`src/hw/dram_dma_pkg.sv`:
```
package dram_dma_pkg;

   // ------------------------------
   // Channel and address widths
   // ------------------------------
   parameter int num_chan = 4;
   parameter int addr_w   = 64;

   typedef logic [addr_w-1:0] addr_t;

   // Scrubber progress as seen by the register block
   typedef enum logic [2:0]
   {
      idle = 3'd0,
      run  = 3'd1,
      done = 3'd2
   } scrb_state_t;

   // ------------------------------
   // Control and status words
   // ------------------------------
   typedef logic [31:0] ctl_word_t;

   parameter int dbg_en_bit  = 31;
   parameter int dbg_sel_lsb = 28;

   parameter logic [19:0] status_sig  = 20'ha1111;
   parameter logic [31:0] id0_default = 32'hf000_1d0f;
   parameter logic [31:0] id1_default = 32'h1d51_fedd;

   typedef struct packed
   {
      logic [19:0]         sig;
      logic [3:0]          ones;
      logic [num_chan-1:0] done;
      logic [num_chan-1:0] ready;
   } status_norm_t;

   // One nibble per channel, channel 3 in the top nibble
   typedef struct packed
   {
      logic        pad;
      scrb_state_t state;
   } status_chan_t;

   typedef struct packed
   {
      status_chan_t [num_chan-1:0] chan;
      logic [3:0]                  zero;
      logic [3:0]                  ones;
      logic [num_chan-1:0]         done;
      logic [num_chan-1:0]         ready;
   } status_dbg_t;

   typedef union packed
   {
      status_norm_t norm;
      status_dbg_t  dbg;
   } status_word_u;

   // ------------------------------
   // DMA read-return path
   // ------------------------------
   parameter int lanes = 8;

   typedef logic [lanes*64-1:0] rdata_t;
   typedef logic [5:0]          id_t;

endpackage

```
`src/hw/scrub_if.sv`:
```
`timescale 1ns/1ns

interface scrub_if;

   logic                      enable;
   dram_dma_pkg::scrb_state_t state;
   dram_dma_pkg::addr_t       addr;
   logic                      done;

   // Sweep engine side
   modport scrubber
   (
      input  enable,
      output state,
      output addr,
      output done
   );

   // Control and status side
   modport regs
   (
      output enable,
      input  state,
      input  addr,
      input  done
   );

endinterface

```
`src/hw/mem_scrubber.sv`:
```
`timescale 1ns/1ns

module mem_scrubber #(
   parameter dram_dma_pkg::addr_t scrb_max_addr         = 64'h1FFF,
   parameter int                  scrb_burst_len_minus1 = 15
)
(
   input  logic                clk,
   input  logic                rst_n,
   scrub_if.scrubber           scrb,
   output dram_dma_pkg::addr_t awaddr,
   output logic                awvalid,
   input  logic                awready
);

   // 64-byte beats
   localparam dram_dma_pkg::addr_t burst_bytes = (scrb_burst_len_minus1 + 1) * 64;

   dram_dma_pkg::scrb_state_t state_q;
   dram_dma_pkg::addr_t       addr_q;
   logic                      aw_take;
   logic                      last_burst;

   assign aw_take    = awvalid && awready;
   assign last_burst = (addr_q + burst_bytes) > scrb_max_addr;

   always_ff @(posedge clk or negedge rst_n)
      if (!rst_n)
      begin
         state_q <= dram_dma_pkg::idle;
         addr_q  <= '0;
      end
      else if (!scrb.enable)
      begin
         // Abort, next enable restarts from address 0
         state_q <= dram_dma_pkg::idle;
         addr_q  <= '0;
      end
      else
      begin
         case (state_q)
            dram_dma_pkg::idle:
               state_q <= dram_dma_pkg::run;
            dram_dma_pkg::run:
               if (aw_take)
               begin
                  addr_q <= addr_q + burst_bytes;
                  if (last_burst)
                     state_q <= dram_dma_pkg::done;
               end
            default:
               state_q <= dram_dma_pkg::done;
         endcase
      end

   // Address is held until the burst is accepted
   assign awvalid = (state_q == dram_dma_pkg::run);
   assign awaddr  = addr_q;

   assign scrb.state = state_q;
   assign scrb.addr  = addr_q;
   assign scrb.done  = (state_q == dram_dma_pkg::done);

endmodule

```
`src/flat_wrapper.sv`:
```
// flat-port wrapper written by rule: the top's interface ports become plain ports
module mem_scrubber_flat 
#(
   parameter dram_dma_pkg::addr_t scrb_max_addr         = 64'h1FFF,
   parameter int                  scrb_burst_len_minus1 = 15
)
  (clk, rst_n, awaddr, awvalid, awready, scrb_enable, scrb_state, scrb_addr, scrb_done);
  scrub_if scrb_i ();
  input  logic clk;
  input  logic rst_n;
  output dram_dma_pkg::addr_t awaddr;
  output logic awvalid;
  input  logic awready;
  input wire logic [$bits(scrb_i.enable)-1:0] scrb_enable;
  output wire logic [$bits(scrb_i.state)-1:0] scrb_state;
  output wire logic [$bits(scrb_i.addr)-1:0] scrb_addr;
  output wire logic [$bits(scrb_i.done)-1:0] scrb_done;
  assign scrb_i.enable = scrb_enable;
  assign scrb_state = scrb_i.state;
  assign scrb_addr = scrb_i.addr;
  assign scrb_done = scrb_i.done;
  mem_scrubber #(.scrb_max_addr(scrb_max_addr), .scrb_burst_len_minus1(scrb_burst_len_minus1)) u_core (.clk(clk), .rst_n(rst_n), .scrb(scrb_i), .awaddr(awaddr), .awvalid(awvalid), .awready(awready));
endmodule
```
`config.mk`:
```
export PLATFORM = sky130hd
export DESIGN_NAME = mem_scrubber_flat
export DESIGN_NICKNAME = d
export VERILOG_FILES = /design/src/hw/dram_dma_pkg.sv /design/src/hw/scrub_if.sv /design/src/hw/mem_scrubber.sv /design/src/flat_wrapper.sv
export SDC_FILE = /design/constraint.sdc
export NUM_CORES = 1
export LEC_CHECK = 0
export BUFFER_PORTS_ARGS = -buffer_cell sky130_fd_sc_hd__buf_4
export CORE_MARGIN = 3
export CORE_UTILIZATION = 38
export DETAILED_ROUTE_END_ITERATION = 8
export GPL_TIMING_DRIVEN = 0
export HOLD_SLACK_MARGIN = 0.02
export PLACE_DENSITY_LB_ADDON = 0.25
export SYNTH_ARGS = -nofsm -noshare
export SYNTH_HDL_FRONTEND = slang
export SYNTH_SLANG_ARGS = --single-unit
```
`constraint.sdc`:
```
create_clock -name clk -period 9.12 [get_ports clk]
set_clock_uncertainty 0.05 [all_clocks]
set_input_delay 1.824 -clock clk [delete_from_list [all_inputs] [get_ports clk]]
set_output_delay 1.824 -clock clk [all_outputs]
set_load 0.02 [all_outputs]
```
==> impl_metrics.tcl <==
set metrics [dict create \
    crit_path_max_incr_delay_ns 0.90 \
    cts_tree "yes" \
    criticalPathCategory "flop to flop" \
    status "completed" \
    die_h_um 118 \
    layout-drive-gt1-share_pct 29.7 \
    slew_violations 0 \
    routabilityCongestion 0.912 \
    synth_flop_cell "dfrtp_1" \
    route.detailed.drc 0 \
    grt_antenna_before_repair 1 \
    r2r.worst_path.cells 9 \
    grt_first_pass_wirelength_um 24100 \
    netlist_instances 583 \
    drt-total-wl_um 15000 \
    powerDensity_nw_per_um2 84.8 \
    path_delay_family "simple AND/OR/NAND/NOR gates" \
    setup_violations 0 \
    grt_setup_unrepaired "false" \
    crit_path_top_delay_cell "nor4_2" \
    n_antenna_cell 0 \
    hold_depth 2 \
    p_leak_nw 2.83 \
    startpoint_type "flop" \
    postCtsResizedCells 0 \
    grt_overflow 0 \
    tns_ns 0 \
    cp-end-kind "flop" \
    crit_buf_inv 1 \
    rows 40 \
    crit_fanout 9 \
    ys.warnings.count 0 \
    area_growth_pct 27.4 \
    maxCapViolCount 0 \
    ant_nets 0 \
    root_buffer "clkbuf_16" \
    final_cell_mix "190 x buf_4, 56 x dfrtp_1, 39 x and2_1" \
    post_cts_buffers 0 \
    cp_data_required_time_ns 9.23 \
    numCtsBuffers 5 \
    grt_pass1_vias 4418 \
    cts.path.max_buffers 2 \
    tightest_slew_ns 0.979 \
    syn-mean-instance-area_um2 8.18 \
    placed_area_um2 5920 \
    fin_crit_ns 4.28 \
    syn_area_um2 4770 \
    hpwl_um 11300 \
    dr.pass1.iters 5 \
    io_pins 137 \
    dr.first_iter.drc_count 336 \
    dp.cells 887 \
    ir_worst_vdd_uv 67.2 \
    grt_max_degree 57 \
    hold_path_class "flop to flop" \
    num_vias 4655 \
    synthDistinctLibCells 60 \
    die_w_um 118 \
    cts_htree_levels 2 \
    avgRoutedWirePerCell_um 16.7 \
    layout.cells.non_filler 895 \
    relSlewSlack_pct 34.2 \
    fin_util_pct 50.0 \
    cp_cell_sequence "clkbuf_1 -> nand4_1 -> nor4_2 -> nand3_1 -> o31a_1 -> nor4_1 -> nand4_1 -> nor4_1 -> nor3b_1" \
    fin_crit_sh_pct 46.9 \
    via_per_inst 5.20 \
    portBuffers 115 \
    layout_commonest_cell "buf_4" \
    path_clk_slew_ns 0.07 \
    cts-hold-fix-buffers 0 \
    synth_seq_cells 56 \
    path_depth 9 \
    max_freq_ghz 0.234 \
    start_util_pct 39.2 \
    hold_viol 0 \
    core_area_um2 12200 \
    synth-seq-area-share_pct 29.4 \
    nets 732 \
    track_usage_pct 21.4 \
    design_area_um2 6080 \
    insertion_delay_ns 0.30 \
    cts.sinks 56 \
    ys_async_sr_fraction_pct 100 \
    cp_data_arrival_time_ns 4.39 \
    synth_edf_count 0 \
    dieArea_um2 13900 \
]
## power breakdown
part	switching, W	leakage [nW]	internal [W]
combinational	0.0000397	1.98	0.0000213
clock	0.0000899	0.0712	0.000110
sequential	0.00000369	0.779	0.000251
total	0.000133	2.83	0.000382
## per-layer routing
metal	routed length [µm]	track usage, %	vias to the layer above
met5	13	0	-
met4	282	6.37	2
met1	7190	31.8	2191
met2	6650	32.2	180
met3	833	3.08	22
li1	-	-	2260
## sequential cells by signal, summed over array words and instances (netlist names)
| register | cells |
|---|---|
| u_core.awaddr | 54 |
| u_core.scrb.state | 2 |
## stage by stage
stage | hold WS [ns] | worst slack (ns) | total power (W)
2_1_floorplan | 0.636 | 5.82 | 0.000296
3_3_place_gp | 0.577 | 4.84 | 0.000319
3_5_place_dp | 0.583 | 4.79 | 0.000320
4_1_cts | 0.596 | 4.75 | 0.000523
5_1_grt | 0.640 | 4.59 | 0.000536
6_report | 0.598 | 4.84 | 0.000515
## Yosys cell counts, types with 7 or more instances
master	n	share of area, %
inv_1	7	0.55
a21boi_0	14	2.2
a21oi_1	7	0.73
o21ai_0	23	2.4
and3_1	8	1.0
and4_1	7	1.3
xor2_1	19	3.5
and2_1	39	5.1
clkbuf_1	34	2.7
xnor2_1	32	5.9
dfrtp_1	56	29
nand2_1	37	2.9
nor2_1	22	1.7
buf_4	75	12
or3_1	22	2.9
nor3_1	20	2.1
nand4_1	32	4.2
nand3_1	30	3.1
nor4_1	21	2.8
## kinds of logic after synthesis
logic type	Yosys count	share of synthesized area [%]
simple gates	268	32.6
buf+inv	125	16.2
compound gates	73	10.3
flops	56	29.4
xor+xnor	51	9.37
mux	7	1.55
fa+ha+maj	2	0.525
other cells	1	0.0786
## final timing paths
check	start	end	slack [ns]
min reg2reg	u_core.awaddr[62]	u_core.awaddr[62]	0.60
max reg2reg	u_core.awaddr[23]	u_core.scrb.state[1]	4.84
max in group asynchronous	rst_n	u_core.awaddr[22]	6.99
max	u_core.awaddr[23]	u_core.scrb.state[1]	4.84
min	u_core.awaddr[62]	u_core.awaddr[62]	0.60
min in group asynchronous	rst_n	u_core.awaddr[45]	1.55
## worst min-delay path: stages, from the launching register on
cell and delay [ns]:
dfrtp_1 0.45, o21ai_0 0.10, a21boi_1 0.06
## layout make-up
type / instances / area [µm²]
buffer: 118 / 747
clock buffer: 8 / 146
fill: 1208 / 6090
inverter: 7 / 26.3
multi-input combinational: 422 / 2680
sequential: 56 / 1400
tap: 168 / 210
timing repair buffer: 116 / 868
No activity file was read; power rests on OpenSTA's default activity.
